<file path="src/sig_params.svh">
`ifndef SIG_PARAMS_SVH
`define SIG_PARAMS_SVH

//////////////////////////////////////////////////////////////////////
// Input alignment buffer
//////////////////////////////////////////////////////////////////////

// Samples held between the conv output and the sigmoid core
`define SIG_FIFO_DEPTH 4

//////////////////////////////////////////////////////////////////////
// Lookup table
//////////////////////////////////////////////////////////////////////

// 32 entries, one per 0.25 step of |x| over 0 to 8
`define SIG_ADDR_W 5

// Biased exponent from which |x| >= 8.0 (2^3)
`define SIG_SAT_EXP 130

`endif

</file>
<file path="src/sig_pkg.sv">
`default_nettype none

package sig_pkg;

	//////////////////////////////////////////////////////////////////////
	// Sample format
	//////////////////////////////////////////////////////////////////////

	// IEEE single precision word
	typedef struct packed {
		logic        sign;
		logic [7:0]  exponent;
		logic [22:0] mantissa;
	} fp32_t;

	//////////////////////////////////////////////////////////////////////
	// Classifier result
	//////////////////////////////////////////////////////////////////////

	// How the combiner forms the output
	typedef enum logic [1:0] {
		CLS_TABLE  = 2'd0,
		CLS_SAT_HI = 2'd1,
		CLS_SAT_LO = 2'd2
	} sig_class_e;

	// Sign kept apart for the reflection step
	typedef struct packed {
		logic       sign;
		sig_class_e cls;
	} class_res_t;

	//////////////////////////////////////////////////////////////////////
	// Core control
	//////////////////////////////////////////////////////////////////////

	// One pass per sample, then wait for req to fall
	typedef enum logic [1:0] {
		ST_IDLE    = 2'd0,
		ST_FETCH   = 2'd1,
		ST_COMBINE = 2'd2,
		ST_ACK     = 2'd3
	} core_state_e;

endpackage

`default_nettype wire

</file>
<file path="src/sig_input_buffer.sv">
`timescale 1ns/1ps
`default_nettype none
`include "sig_params.svh"

module sig_input_buffer (
	input  wire                  clk,
	input  wire                  rst_n,
	input  wire                  in_valid,
	input  wire sig_pkg::fp32_t  in_fp,
	output logic                 in_ready,
	output logic                 req,
	output sig_pkg::fp32_t       req_data,
	input  wire                  ack
);

	localparam int DEPTH = `SIG_FIFO_DEPTH;
	localparam int PTR_W = $clog2(DEPTH);

	sig_pkg::fp32_t   mem [DEPTH];
	logic [PTR_W-1:0] wr_ptr;
	logic [PTR_W-1:0] rd_ptr;
	logic [PTR_W:0]   count;
	logic             push;
	logic             pop;

	function automatic logic [PTR_W-1:0] next_ptr(input logic [PTR_W-1:0] p);
		return (p == PTR_W'(DEPTH - 1)) ? '0 : p + 1'b1;
	endfunction

	assign in_ready = (count != (PTR_W+1)'(DEPTH));
	assign push     = in_valid && in_ready;
	// Entry leaves only once the core has acknowledged it
	assign pop      = req && ack;
	assign req_data = mem[rd_ptr];

	always_ff @(posedge clk) begin
		if (push) begin
			mem[wr_ptr] <= in_fp;
		end
	end

	//////////////////////////////////////////////////////////////////////
	// Pointers, fill level and request
	//////////////////////////////////////////////////////////////////////

	always_ff @(posedge clk) begin
		if (!rst_n) begin
			wr_ptr <= '0;
			rd_ptr <= '0;
			count  <= '0;
			req    <= 1'b0;
		end else begin
			if (push) begin
				wr_ptr <= next_ptr(wr_ptr);
			end
			if (pop) begin
				rd_ptr <= next_ptr(rd_ptr);
			end
			case ({push, pop})
				2'b10:   count <= count + 1'b1;
				2'b01:   count <= count - 1'b1;
				default: count <= count;
			endcase
			// Four-phase: drop on ack, rise again only after ack is low
			if (pop) begin
				req <= 1'b0;
			end else if (!req && !ack && (count != '0)) begin
				req <= 1'b1;
			end
		end
	end

	// Core samples req_data at any point of the request
	a_req_data_stable: assert property (@(posedge clk) disable iff (!rst_n)
		(req && $past(req)) |-> $stable(req_data))
		else $error("req_data changed while req held");

	a_count_bound: assert property (@(posedge clk) disable iff (!rst_n)
		count <= (PTR_W+1)'(DEPTH))
		else $error("buffer count above depth");

endmodule

`default_nettype wire

</file>
<file path="src/sig_classify.sv">
`timescale 1ns/1ps
`default_nettype none
`include "sig_params.svh"

module sig_classify (
	input  wire                  clk,
	input  wire                  rst_n,
	input  wire                  load,
	input  wire sig_pkg::fp32_t  sample,
	output sig_pkg::class_res_t  cls
);

	localparam logic [7:0] SAT_EXP = 8'(`SIG_SAT_EXP);

	sig_pkg::sig_class_e cls_c;
	logic                is_sat;

	//////////////////////////////////////////////////////////////////////
	// Class decode
	//////////////////////////////////////////////////////////////////////

	// |x| >= 8, inf and NaN all sit at or above this exponent
	assign is_sat = (sample.exponent >= SAT_EXP);

	always_comb begin
		if (!is_sat) begin
			cls_c = sig_pkg::CLS_TABLE;
		end else if (sample.sign) begin
			// sigmoid(-inf) side
			cls_c = sig_pkg::CLS_SAT_LO;
		end else begin
			cls_c = sig_pkg::CLS_SAT_HI;
		end
	end

	//////////////////////////////////////////////////////////////////////
	// Result register
	//////////////////////////////////////////////////////////////////////

	// Held until the next load so the combiner can fire later
	always_ff @(posedge clk) begin
		if (!rst_n) begin
			cls.sign <= 1'b0;
			cls.cls  <= sig_pkg::CLS_TABLE;
		end else if (load) begin
			cls.sign <= sample.sign;
			cls.cls  <= cls_c;
		end
	end

endmodule

`default_nettype wire

</file>
<file path="src/sig_table_lookup.sv">
`timescale 1ns/1ps
`default_nettype none
`include "sig_params.svh"

module sig_table_lookup (
	input  wire                    clk,
	input  wire                    rst_n,
	input  wire                    load,
	input  wire sig_pkg::fp32_t    sample,
	output logic [`SIG_ADDR_W-1:0] addr,
	output logic                   read_en,
	input  wire [31:0]             rom_val,
	output sig_pkg::fp32_t         value
);

	// Smallest exponent with |x| >= 0.25 and so address 1 or above
	localparam logic [7:0] EXP_QUARTER = 8'd125;
	// 125 + 23 aligns the implicit one to the address LSB
	localparam logic [7:0] EXP_SHIFT_BASE = 8'd148;

	logic [23:0]            mant_full;
	logic [7:0]             shift;
	logic [23:0]            mant_shifted;
	logic [`SIG_ADDR_W-1:0] addr_c;

	//////////////////////////////////////////////////////////////////////
	// Address as floor(|x| * 4)
	//////////////////////////////////////////////////////////////////////

	assign mant_full    = {1'b1, sample.mantissa};
	assign shift        = EXP_SHIFT_BASE - sample.exponent;
	assign mant_shifted = mant_full >> shift;

	always_comb begin
		// Zero, denormals and |x| < 0.25 land in entry 0
		if (sample.exponent < EXP_QUARTER) begin
			addr_c = '0;
		end else begin
			// Saturating inputs read some entry, unused downstream
			addr_c = mant_shifted[`SIG_ADDR_W-1:0];
		end
	end

	always_ff @(posedge clk) begin
		if (load) begin
			addr <= addr_c;
		end
	end

	//////////////////////////////////////////////////////////////////////
	// Table read with one cycle latency
	//////////////////////////////////////////////////////////////////////

	always_ff @(posedge clk) begin
		if (!rst_n) begin
			read_en <= 1'b0;
		end else begin
			read_en <= load;
		end
	end

	// Word is consumed by the combiner in its return cycle
	assign value = sig_pkg::fp32_t'(rom_val);

	a_read_en_pulse: assert property (@(posedge clk) disable iff (!rst_n)
		read_en |=> !read_en)
		else $error("read_en held for two cycles");

endmodule

`default_nettype wire

</file>
<file path="src/sig_combine.sv">
`timescale 1ns/1ps
`default_nettype none

module sig_combine (
	input  wire                       clk,
	input  wire                       rst_n,
	input  wire                       fire,
	input  wire sig_pkg::class_res_t  cls,
	input  wire sig_pkg::fp32_t       value,
	output sig_pkg::fp32_t            out_fp,
	output logic                      top_overflow,
	output logic                      top_underflow,
	output logic                      done
);

	localparam logic [31:0] FP_ONE  = 32'h3F80_0000;
	localparam logic [31:0] FP_ZERO = 32'h0000_0000;

	// Position of the first set bit from the top, 24 for zero
	function automatic logic [4:0] count_lz(input logic [23:0] v);
		logic [4:0] n;
		n = 5'd24;
		for (int i = 0; i < 24; i++) begin
			if (v[i]) begin
				n = 5'(23 - i);
			end
		end
		return n;
	endfunction

	logic [23:0]    value_fx;
	logic [23:0]    diff;
	logic [4:0]     lz;
	logic [23:0]    diff_norm;
	sig_pkg::fp32_t reflected;
	sig_pkg::fp32_t table_res;

	//////////////////////////////////////////////////////////////////////
	// Reflection 1 - value, value in [0.5, 1)
	//////////////////////////////////////////////////////////////////////

	// Exponent 126 means value = value_fx * 2^-24
	assign value_fx  = {1'b1, value.mantissa};
	assign diff      = 24'(25'h100_0000 - {1'b0, value_fx});
	assign lz        = count_lz(diff);
	assign diff_norm = diff << lz;

	always_comb begin
		reflected.sign     = 1'b0;
		reflected.exponent = 8'd126 - {3'b000, lz};
		reflected.mantissa = diff_norm[22:0];
		if (diff == '0) begin
			reflected = FP_ZERO;
		end
	end

	assign table_res = cls.sign ? reflected : value;

	//////////////////////////////////////////////////////////////////////
	// Output registers
	//////////////////////////////////////////////////////////////////////

	always_ff @(posedge clk) begin
		if (fire) begin
			case (cls.cls)
				sig_pkg::CLS_SAT_HI: out_fp <= FP_ONE;
				sig_pkg::CLS_SAT_LO: out_fp <= FP_ZERO;
				default:             out_fp <= table_res;
			endcase
		end
	end

	// Flags are pulses aligned with done
	always_ff @(posedge clk) begin
		if (!rst_n) begin
			done          <= 1'b0;
			top_overflow  <= 1'b0;
			top_underflow <= 1'b0;
		end else begin
			done          <= fire;
			top_overflow  <= fire && (cls.cls == sig_pkg::CLS_SAT_HI);
			top_underflow <= fire && (cls.cls == sig_pkg::CLS_SAT_LO);
		end
	end

	a_flags_exclusive: assert property (@(posedge clk) disable iff (!rst_n)
		!(top_overflow && top_underflow))
		else $error("overflow and underflow both set");

endmodule

`default_nettype wire

</file>
<file path="src/sig_core.sv">
`timescale 1ns/1ps
`default_nettype none
`include "sig_params.svh"

module sig_core (
	input  wire                    clk,
	input  wire                    rst_n,
	input  wire                    req,
	input  wire sig_pkg::fp32_t    req_data,
	output logic                   ack,
	output logic [`SIG_ADDR_W-1:0] addr,
	output logic                   read_en,
	input  wire [31:0]             rom_val,
	output sig_pkg::fp32_t         out_fp,
	output logic                   top_overflow,
	output logic                   top_underflow,
	output logic                   done
);

	sig_pkg::core_state_e state;
	sig_pkg::core_state_e state_nxt;
	logic                 load;
	logic                 fire;
	sig_pkg::class_res_t  cls;
	sig_pkg::fp32_t       value;

	//////////////////////////////////////////////////////////////////////
	// Handshake FSM
	//////////////////////////////////////////////////////////////////////

	always_comb begin
		state_nxt = state;
		case (state)
			sig_pkg::ST_IDLE:    if (req) state_nxt = sig_pkg::ST_FETCH;
			sig_pkg::ST_FETCH:   state_nxt = sig_pkg::ST_COMBINE;
			sig_pkg::ST_COMBINE: state_nxt = sig_pkg::ST_ACK;
			// Hold ack until the buffer drops req
			sig_pkg::ST_ACK:     if (!req) state_nxt = sig_pkg::ST_IDLE;
			default:             state_nxt = sig_pkg::ST_IDLE;
		endcase
	end

	always_ff @(posedge clk) begin
		if (!rst_n) begin
			state <= sig_pkg::ST_IDLE;
		end else begin
			state <= state_nxt;
		end
	end

	assign load = (state == sig_pkg::ST_IDLE) && req;
	assign fire = (state == sig_pkg::ST_COMBINE);
	assign ack  = (state == sig_pkg::ST_ACK);

	// Classifier and lookup run side by side on the same sample
	sig_classify u_classify (
		.clk    (clk),
		.rst_n  (rst_n),
		.load   (load),
		.sample (req_data),
		.cls    (cls)
	);

	sig_table_lookup u_lookup (
		.clk     (clk),
		.rst_n   (rst_n),
		.load    (load),
		.sample  (req_data),
		.addr    (addr),
		.read_en (read_en),
		.rom_val (rom_val),
		.value   (value)
	);

	sig_combine u_combine (
		.clk           (clk),
		.rst_n         (rst_n),
		.fire          (fire),
		.cls           (cls),
		.value         (value),
		.out_fp        (out_fp),
		.top_overflow  (top_overflow),
		.top_underflow (top_underflow),
		.done          (done)
	);

	// Table read at cycle 1, result at cycle 3
	a_load_to_done: assert property (@(posedge clk) disable iff (!rst_n)
		load |=> read_en ##2 done)
		else $error("done not two cycles after read_en");

	a_ack_with_done: assert property (@(posedge clk) disable iff (!rst_n)
		$rose(ack) |-> done)
		else $error("ack rose without done");

endmodule

`default_nettype wire

</file>
<file path="src/sigmoid_top.sv">
`timescale 1ns/1ps
`default_nettype none
`include "sig_params.svh"

module sigmoid_top (
	input  wire                    clk,
	input  wire                    rst_n,
	input  wire                    in_valid,
	input  wire sig_pkg::fp32_t    in_fp,
	output logic                   in_ready,
	input  wire [31:0]             rom_val,
	output logic [`SIG_ADDR_W-1:0] addr,
	output logic                   read_en,
	output sig_pkg::fp32_t         out_fp,
	output logic                   top_overflow,
	output logic                   top_underflow,
	output logic                   done
);

	// Four-phase link between buffer and core
	wire                 req;
	wire                 ack;
	wire sig_pkg::fp32_t req_data;

	sig_input_buffer u_buffer (
		.clk      (clk),
		.rst_n    (rst_n),
		.in_valid (in_valid),
		.in_fp    (in_fp),
		.in_ready (in_ready),
		.req      (req),
		.req_data (req_data),
		.ack      (ack)
	);

	sig_core u_core (
		.clk           (clk),
		.rst_n         (rst_n),
		.req           (req),
		.req_data      (req_data),
		.ack           (ack),
		.addr          (addr),
		.read_en       (read_en),
		.rom_val       (rom_val),
		.out_fp        (out_fp),
		.top_overflow  (top_overflow),
		.top_underflow (top_underflow),
		.done          (done)
	);

endmodule

`default_nettype wire

</file>
<file path="config.mk">
export PLATFORM = sky130hd
export DESIGN_NAME = sigmoid_top
export DESIGN_NICKNAME = d
export VERILOG_FILES = /design/src/sig_pkg.sv /design/src/sig_input_buffer.sv /design/src/sig_classify.sv /design/src/sig_table_lookup.sv /design/src/sig_combine.sv /design/src/sig_core.sv /design/src/sigmoid_top.sv
export VERILOG_INCLUDE_DIRS = /design/src
export SDC_FILE = /design/constraint.sdc
export NUM_CORES = 1
export LEC_CHECK = 0
export ABC_AREA = 0
export ABC_CLOCK_PERIOD_IN_PS = 5100
export BUFFER_PORTS_ARGS = -buffer_cell sky130_fd_sc_hd__buf_4
export CAP_MARGIN = 20
export CORE_MARGIN = 2
export CORE_UTILIZATION = 30
export DETAILED_ROUTE_END_ITERATION = 7
export GPL_ROUTABILITY_DRIVEN = 0
export GPL_TIMING_DRIVEN = 0
export PLACE_DENSITY_LB_ADDON = 0.1
export SYNTH_ARGS = -nofsm -noshare
export SYNTH_HDL_FRONTEND = slang
export SYNTH_SLANG_ARGS = --single-unit
export TNS_END_PERCENT = 1
</file>
<file path="constraint.sdc">
create_clock -name clk -period 5.1 [get_ports clk]
set_input_delay 0.255 -clock clk [delete_from_list [all_inputs] [get_ports clk]]
set_output_delay 0.255 -clock clk [all_outputs]
set_load 0.01 [all_outputs]
</file>
==> metrics.md, run 1 <==
| Metric | Value |
|---|---|
| Netlist cell types | 87 |
| Worst setup EP type | register |
| Via density | 5.20 |
| GRT Total Usage | 16.7% |
| CP delay by family, top | buffers and inverters |
| Layout Utilization | 36.0% |
| Sequential cell area fraction in the yosys report | 51.5% |
| Synthesized area | 10,300 um2 |
| Clk buf depth | 2 |
| Largest net degree at the start of global routing | 37 |
| Min Hold Slack | 0.0249 ns |
| WL final | 29.7 mm |
| Synth area leaders | edfxtp_1, mux4_2, mux2i_1 |
| Async set-reset flop share out of synthesis | 0% |
| Hold-fix buffers, CTS | 0 |
| Clock power share | 30.3% |
| Fin cells | 1,439 |
| RSZ-0062 raised after global routing | yes |
| Via count | 7,489 |
| Max Cap Viol | 0 |
| Fin area | 12,300 um2 |
| Cell Int Power | 2.87 mW |
| Most common cell after layout, fill and taps aside | edfxtp_1 |
| Core area | 34,300 um2 |
| First-pass GRT wire length | 45.3 mm |
| Final nets | 1,058 |
| Place WS | -0.267 ns |
| Crit-path max FO | 10 |
| Slew HR | 42.5% |
| HPWL Detailed | 22.3 mm |
| Reg power frac | 45.7% |
| Synth area leader | edfxtp_1 |
| Final period util | 95.2% |
| Setup_tns | 0 ns |
| Main synth FF type | edfxtp_1 |
| Grt ovf | 0 |
| Power consumption | 4.08 mW |
| Initial Util | 30.2% |
| Clock sinks | 184 |
| Number of global-route vias before repair | 7,457 |
| Worst-Margin Slew | 0.863 ns |
| Final WS setup | 0.244 ns |
| Pins Over Slew Limit | 0 |
| Initial DRC count | 518 |
| CP cell instances | buf_4 -> clkbuf_1 -> inv_1 -> ha_1 -> or3b_1 -> clkbuf_1 -> or3_1 -> xor2_1 -> a211oi_1 -> o211ai_1 -> a221oi_4 -> buf_6 -> buf_6 -> buf_2 -> ha_1 -> inv_1 -> or4_1 -> nand3_1 -> a221o_1 |
| Worst-skew pair later-pin latency | 0.43 ns |
| Share of the synthesized area in the top cell type | 47.9% |
| Leakage | 4.25 nW |
| Tmin final | 4.86 ns |
| # setup viols final | 0 |
| Drt first pass iters | 7 |
| Critical-path top delay cell | a221oi_4 |
| Initial antenna violation count | 0 |
| Switching share of power | 29.7% |
| Clock root cell | clkbuf_16 |
| Die area | 36,000 um2 |
| CP Data Arrival Time | 5.14 ns |
| Worst VDD drop | 0.231 mV |
| Mean Syn Cell Area | 12.2 um2 |
| Yosys warning count | 0 |
| Residual DRC | 0 |
| Share of layout cells above drive strength 1 | 22.9% |
| Die Ht | 190 um |
| Routed Antenna Nets | 0 |
| I/O Buffers | 101 |
| # rows | 68 |
| Final hold viol count | 0 |
| Syn_nets | 933 |
| CP required | 5.38 ns |
| FF+latch count, synth | 184 |
| Sw power | 1.21 mW |
| Cell count after synthesis | 846 |
| Pwr/cell area | 331 nW/um2 |
| Status | finished, final reports clean |
| Die W | 190 um |
| EDFF count, synth | 165 |
| Io pins | 109 |
| Antenna cells | 0 |
| CTS tree | built |
| Gate power share | 24.1% |
| CTS Buf Count | 17 |
| Clock Skews | 0.0158 ns |
| H-tree Lvls | 4 |
| Placed cell areas | 11,800 um2 |
| CP startpoint kind | primary input |
| Clock Pin Slew Worst Setup and Hold Paths | 0.07 ns |
| Most frequent cells in the layout | edfxtp_1, buf_4, nand2_1 |
| Area grow syn2layout | 19.3% |
| Crit path buf inv count | 8 |
| Worst Hold Class | primary input to register |
| Placed cell count | 1,407 |
| Wire per inst | 20.6 um |
| Achievable frequency | 206 MHz |
| Filler cells | 3,383 |
| Crit Path Class | primary input to register |
| CP max stage delay | 0.60 ns |
[cell usage after synthesis, types with 3 or more instances]
| library cell | count |
|---|---|
| a31oi_1 | 12 |
| xor2_1 | 9 |
| o31a_1 | 3 |
| clkbuf_1 | 29 |
| nor4_1 | 3 |
| nand4_1 | 6 |
| or2_2 | 4 |
| a222oi_1 | 3 |
| o21a_1 | 3 |
| a221o_1 | 3 |
| buf_6 | 5 |
| mux2_2 | 6 |
| a221oi_1 | 4 |
| or3_1 | 8 |
| mux4_2 | 38 |
| or4_1 | 8 |
| mux2i_1 | 48 |
| edfxtp_1 | 165 |
| a22o_1 | 4 |
| a21oi_1 | 39 |
| a21boi_0 | 4 |
| nor2_1 | 44 |
| a211oi_1 | 11 |
| o22ai_1 | 8 |
| and2_1 | 15 |
| buf_2 | 13 |
| o211ai_1 | 10 |
| nor3_1 | 16 |
| nor2b_1 | 13 |
| o31ai_1 | 8 |
| nand3_1 | 27 |
| xnor2_1 | 22 |
| nand2_1 | 70 |
| inv_1 | 25 |
| a22oi_1 | 14 |
| ha_1 | 19 |
| nand2b_1 | 10 |
| and3_1 | 7 |
| o21ai_0 | 26 |
| dfxtp_1 | 19 |
| a211o_1 | 4 |
| o21ai_1 | 4 |
[cell families (layout without fill, tap and decap cells)]
logic type,count (synthesis),in the layout,share of synthesized area [%]
AO/OA/AOI/OAI,193,193,13.5
buffers and inverters,76,214,3.28
AND/OR/NAND/NOR,247,247,12.6
multiplexers,94,94,13.8
flip-flops,184,184,51.5
adder cells (fa/ha/maj),20,20,2.49
XOR/XNOR,32,32,2.78
[area by class of cell]
type | count | area, um2 | share of cell area (%)
clock buffers | 21 | 462 | 3.74
well taps | 455 | 569 | 4.61
multi-input cells | 586 | 4700 | 38.1
inverters | 27 | 101 | 0.821
flip-flops and latches | 184 | 5340 | 43.2
plain buffers | 49 | 238 | 1.93
clock inverters | 11 | 86.3 | 0.699
repair buffers | 106 | 853 | 6.91
[flip-flops by register name, summed over array words and instances, names as in the netlist, named ones only]
signal / count
u_buffer.mem: 128
u_core.u_combine.out_fp: 32
u_core.u_lookup.addr: 5
u_buffer.count: 3
u_core.u_classify.cls: 3
u_buffer.rd_ptr: 2
u_buffer.wr_ptr: 2
u_core.state: 2
u_buffer.req: 1
u_core.u_combine.done: 1
u_core.u_combine.top_overflow: 1
u_core.u_combine.top_underflow: 1
u_core.u_lookup.read_en: 1
[per-layer routing]
layer	up-vias	part of all wire [%]	GRT usage [%]	wire length, um
li1	3544	-	-	-
met1	3727	48	24.3	14400
met2	192	45	25.4	13400
met3	26	4.9	3.27	1450
met4	0	1.6	4.23	488
met5	-	0	0	0
[worst paths after layout]
check / from / end / slack (ns) / depth (start not counted)
hold reg to reg: u_buffer.rd_ptr[1] / u_buffer.rd_ptr[1] / 0.49 / 2
setup / recovery: rom_val[0] / u_core.u_combine.out_fp[27] / 0.24 / 19
hold / removal: in_fp[6] / u_buffer.mem[1][6] / 0.02 / 1
setup reg to reg: register / u_core.u_lookup.addr[2] / 1.01 / 9
[power groups by stage]
stage	logic [mW]	clock network [mW]	registers (mW)
floorplan	0.570	0	1.92
global placement	0.971	0	1.91
detailed placement	0.983	0	1.90
global route	1.08	1.34	1.88
CTS	0.986	1.27	1.87
finish	0.982	1.24	1.87
[what timing repair did]
action	CTS	global route
setup endpoints to repair	0	5
resized for setup	0	3
buffers inserted	0	0
Note: power is estimated with default switching activity, not from simulation.
==> run 2, diff against run 1 <==
- PLACE_DENSITY_LB_ADDON: 0.1 -> not set
- SYNTH_HIERARCHICAL: not set -> 1
==> metrics.md, run 2 <==
| Metric | Value |
|---|---|
| Status | finished, final reports clean |
| FF-to-FF path depth | 13 (+4) |
| Async set-reset flop share out of synthesis | 0% (unchanged) |
| Setup_tns | 0 ns (unchanged) |
| Reg power frac | 44.7% (-1.0 points) |
| Synthesized area | 11,200 um2 (+8.2%) |
| Netlist cell types | 90 (+3.4%) |
| Io pins | 109 (unchanged) |
| Leakage | 4.48 nW (+5.5%) |
| Wire per inst | 19.8 um (-4.0%) |
| CP startpoint kind | register |
| Synth area leaders | edfxtp_1, mux4_2, mux2i_1 |
| Cell count after synthesis | 964 (+14%) |
| Layout Utilization | 35.2% (-0.78 points) |
| Place WS | 0.126 ns (+0.393 ns) |
| Die area | 38,900 um2 (+8.1%) |
| Drt first pass iters | 5 (-2) |
| CP cell instances | buf_1 -> mux4_2 -> buf_4 -> buf_2 -> buf_4 -> inv_1 -> ha_1 -> buf_2 -> clkbuf_1 -> mux4_2 -> and2_1 -> a2111oi_0 -> a2111oi_0 |
| Largest net degree at the start of global routing | 37 (unchanged) |
| Worst-Margin Slew | 0.930 ns (+0.0672 ns) |
| Residual DRC | 0 (unchanged) |
| Worst Hold Class | primary input to register |
| Max FFs per register | 128 (unchanged) |
| Critical-path top delay cell | buf_1 |
| Placed cell areas | 12,400 um2 (+4.9%) |
| Min Hold Slack | 0.0290 ns (+0.00412 ns) |
| RSZ-0062 raised after global routing | no |
| Hold-fix buffers, CTS | 0 (unchanged) |
| Worst VDD drop | 0.242 mV (+4.9%) |
| Main synth FF type | edfxtp_1 |
| Initial antenna violation count | 1 (+1) |
| Commonest cells post-synth | edfxtp_1, nand2_1, nor2_1 |
| Worst setup EP type | register |
| Crit Path Class | register to register |
| CP delay by family, top | buffers and inverters |
| EDFF count, synth | 165 (unchanged) |
| H-tree Lvls | 4 (unchanged) |
| CP Data Arrival Time | 4.87 ns (-0.27 ns) |
| Largest register by flop count | u_buffer/mem |
| Die W | 197 um (+4.0%) |
| Number of global-route vias before repair | 8,225 (+10%) |
| Initial Util | 30.5% (+0.34 points) |
| CP required | 5.24 ns (-0.14 ns) |
| Switching share of power | 29.1% (-0.61 points) |
| Die Ht | 197 um (+4.0%) |
| Max Cap Viol | 0 (unchanged) |
| Final WS setup | 0.365 ns (+0.122 ns) |
| Power consumption | 4.17 mW (+2.0%) |
| Critical Path Stages | 13 (-6) |
| # setup viols final | 0 (unchanged) |
| Share of layout cells above drive strength 1 | 23.6% (+0.69 points) |
| Sw power | 1.21 mW (about the same) |
| Filler cells | 3,587 (+6.0%) |
| CTS tree | built |
| Final nets | 1,146 (+8.3%) |
| Number of gates resized after cts | 0 (unchanged) |
| Via count | 8,297 (+11%) |
| Syn_nets | 1,051 (+13%) |
| Most frequent cells in the layout | edfxtp_1, buf_4, nand2_1 |
| Clock Skews | 0.00904 ns (-0.00674 ns) |
| Antenna cells | 0 (unchanged) |
| # rows | 70 (+2.9%) |
| Tmin final | 4.73 ns (-0.122 ns) |
| FF+latch count, synth | 184 (unchanged) |
| Worst-skew pair later-pin latency | 0.43 ns (about the same) |
| Sequential cell area fraction in the yosys report | 47.6% (-3.9 points) |
| Synth area leader | edfxtp_1 |
| Final hold viol count | 0 (unchanged) |
| Slew HR | 38.0% (-4.5 points) |
| Area grow syn2layout | 15.4% |
| Clock power share | 31.4% (+1.1 points) |
| Most common cell after layout, fill and taps aside | edfxtp_1 |
| Pwr/cell area | 322 nW/um2 (-2.6%) |
| Biggest regs | u_buffer/mem (128), u_core/u_combine/out_fp (32), u_core/u_lookup/addr (5) |
| GRT Total Usage | 15.8% (-0.91 points) |
| Post-CTS Repair Setup Buffers | 0 (unchanged) |
| I/O Buffers | 76 (-25%) |
| Share of the synthesized area in the top cell type | 44.2% (-3.6 points) |
| Gate power share | 23.9% (-0.2 points) |
| Cell Int Power | 2.95 mW (+2.9%) |
| Crit-path max FO | 10 (unchanged) |
| Clock root cell | clkbuf_16 |
| Core area | 36,700 um2 (+7.0%) |
| First-pass GRT wire length | 47.4 mm (+4.7%) |
| CP max stage delay | 0.55 ns (-0.05 ns) |
| Pins Over Slew Limit | 0 (unchanged) |
| Routed Antenna Nets | 0 (unchanged) |
| Clock sinks | 184 (unchanged) |
| Yosys warning count | 6 (+6) |
| Most frequent cell after synthesis | edfxtp_1 |
| WL final | 30.4 mm (+2.6%) |
| Fin cells | 1,538 (+6.9%) |
| Mean Syn Cell Area | 11.6 um2 (-5.0%) |
| Clock Pin Slew Worst Setup and Hold Paths | 0.07 ns (about the same) |
| Initial DRC count | 753 (+45%) |
| Min-Delay Path Depth | 1 (unchanged) |
| Fin area | 12,900 um2 (+4.7%) |
| Grt ovf | 0 (unchanged) |
| Final period util | 92.8% (-2.4 points) |
| Placed cell count | 1,508 (+7.2%) |
| Crit path buf inv count | 7 (-1) |
| CTS Buf Count | 17 (unchanged) |
| Achievable frequency | 211 MHz (+2.6%) |
| HPWL Detailed | 22.1 mm (-0.72%) |
| Via density | 5.39 (+3.7%) |
| Clk buf depth | 2 (unchanged) |
==> run 2: final cells by class <==
cell class                      count  area, um2  share of cell area, %
Buffer                             94        547                   4.23
Clock buffer                       17        425                   3.29
Clock inverter                     13        143                   1.10
Inverter                           27        106                  0.823
Multi-Input combinational cell    659       5220                   40.3
Sequential cell                   184       5340                   41.3
Tap cell                          468        586                   4.53
Timing Repair Buffer               76        571                   4.41
==> run 2: path summary, 6_finish.rpt <==
kind,start,to,slack (ns)
setup / recovery,register,u_core/u_lookup/addr[3],0.37
hold / removal,in_fp[11],u_buffer/mem[3][11],0.03
setup reg to reg,register,u_core/u_lookup/addr[3],0.37
hold reg to reg,u_core/u_classify/cls[0],u_core/u_classify/cls[0],0.50
==> run 2: layer usage <==
metal | GRT usage, % | part of all wire, % | vias to the layer above
met3 | 2.99 | 5.8 | 33
met1 | 20.2 | 43 | 4075
met4 | 3.79 | 1.3 | 0
li1 | - | - | 3873
met5 | 0 | 0 | -
met2 | 27.5 | 50 | 316
==> run 2: logic make-up (layout without fill, tap and decap cells) <==
kind of cell | Yosys count | count (layout) | share of synthesized area [%]
simple gates | 303 | 303 | 14.4
compound gates | 202 | 202 | 12.5
flops | 184 | 184 | 47.6
buf+inv | 121 | 227 | 5.83
mux | 107 | 107 | 15.2
xor+xnor | 27 | 27 | 2.18
fa+ha+maj | 20 | 20 | 2.30
==> run 2: power by group through the flow <==
stage	logic (mW)	registers (mW)	clock network (mW)
6_report	0.997	1.86	1.31
5_1_grt	1.09	1.87	1.42
4_1_cts	0.999	1.86	1.35
3_5_place_dp	0.994	1.89	0
3_3_place_gp	0.981	1.89	0
2_1_floorplan	0.630	1.91	0
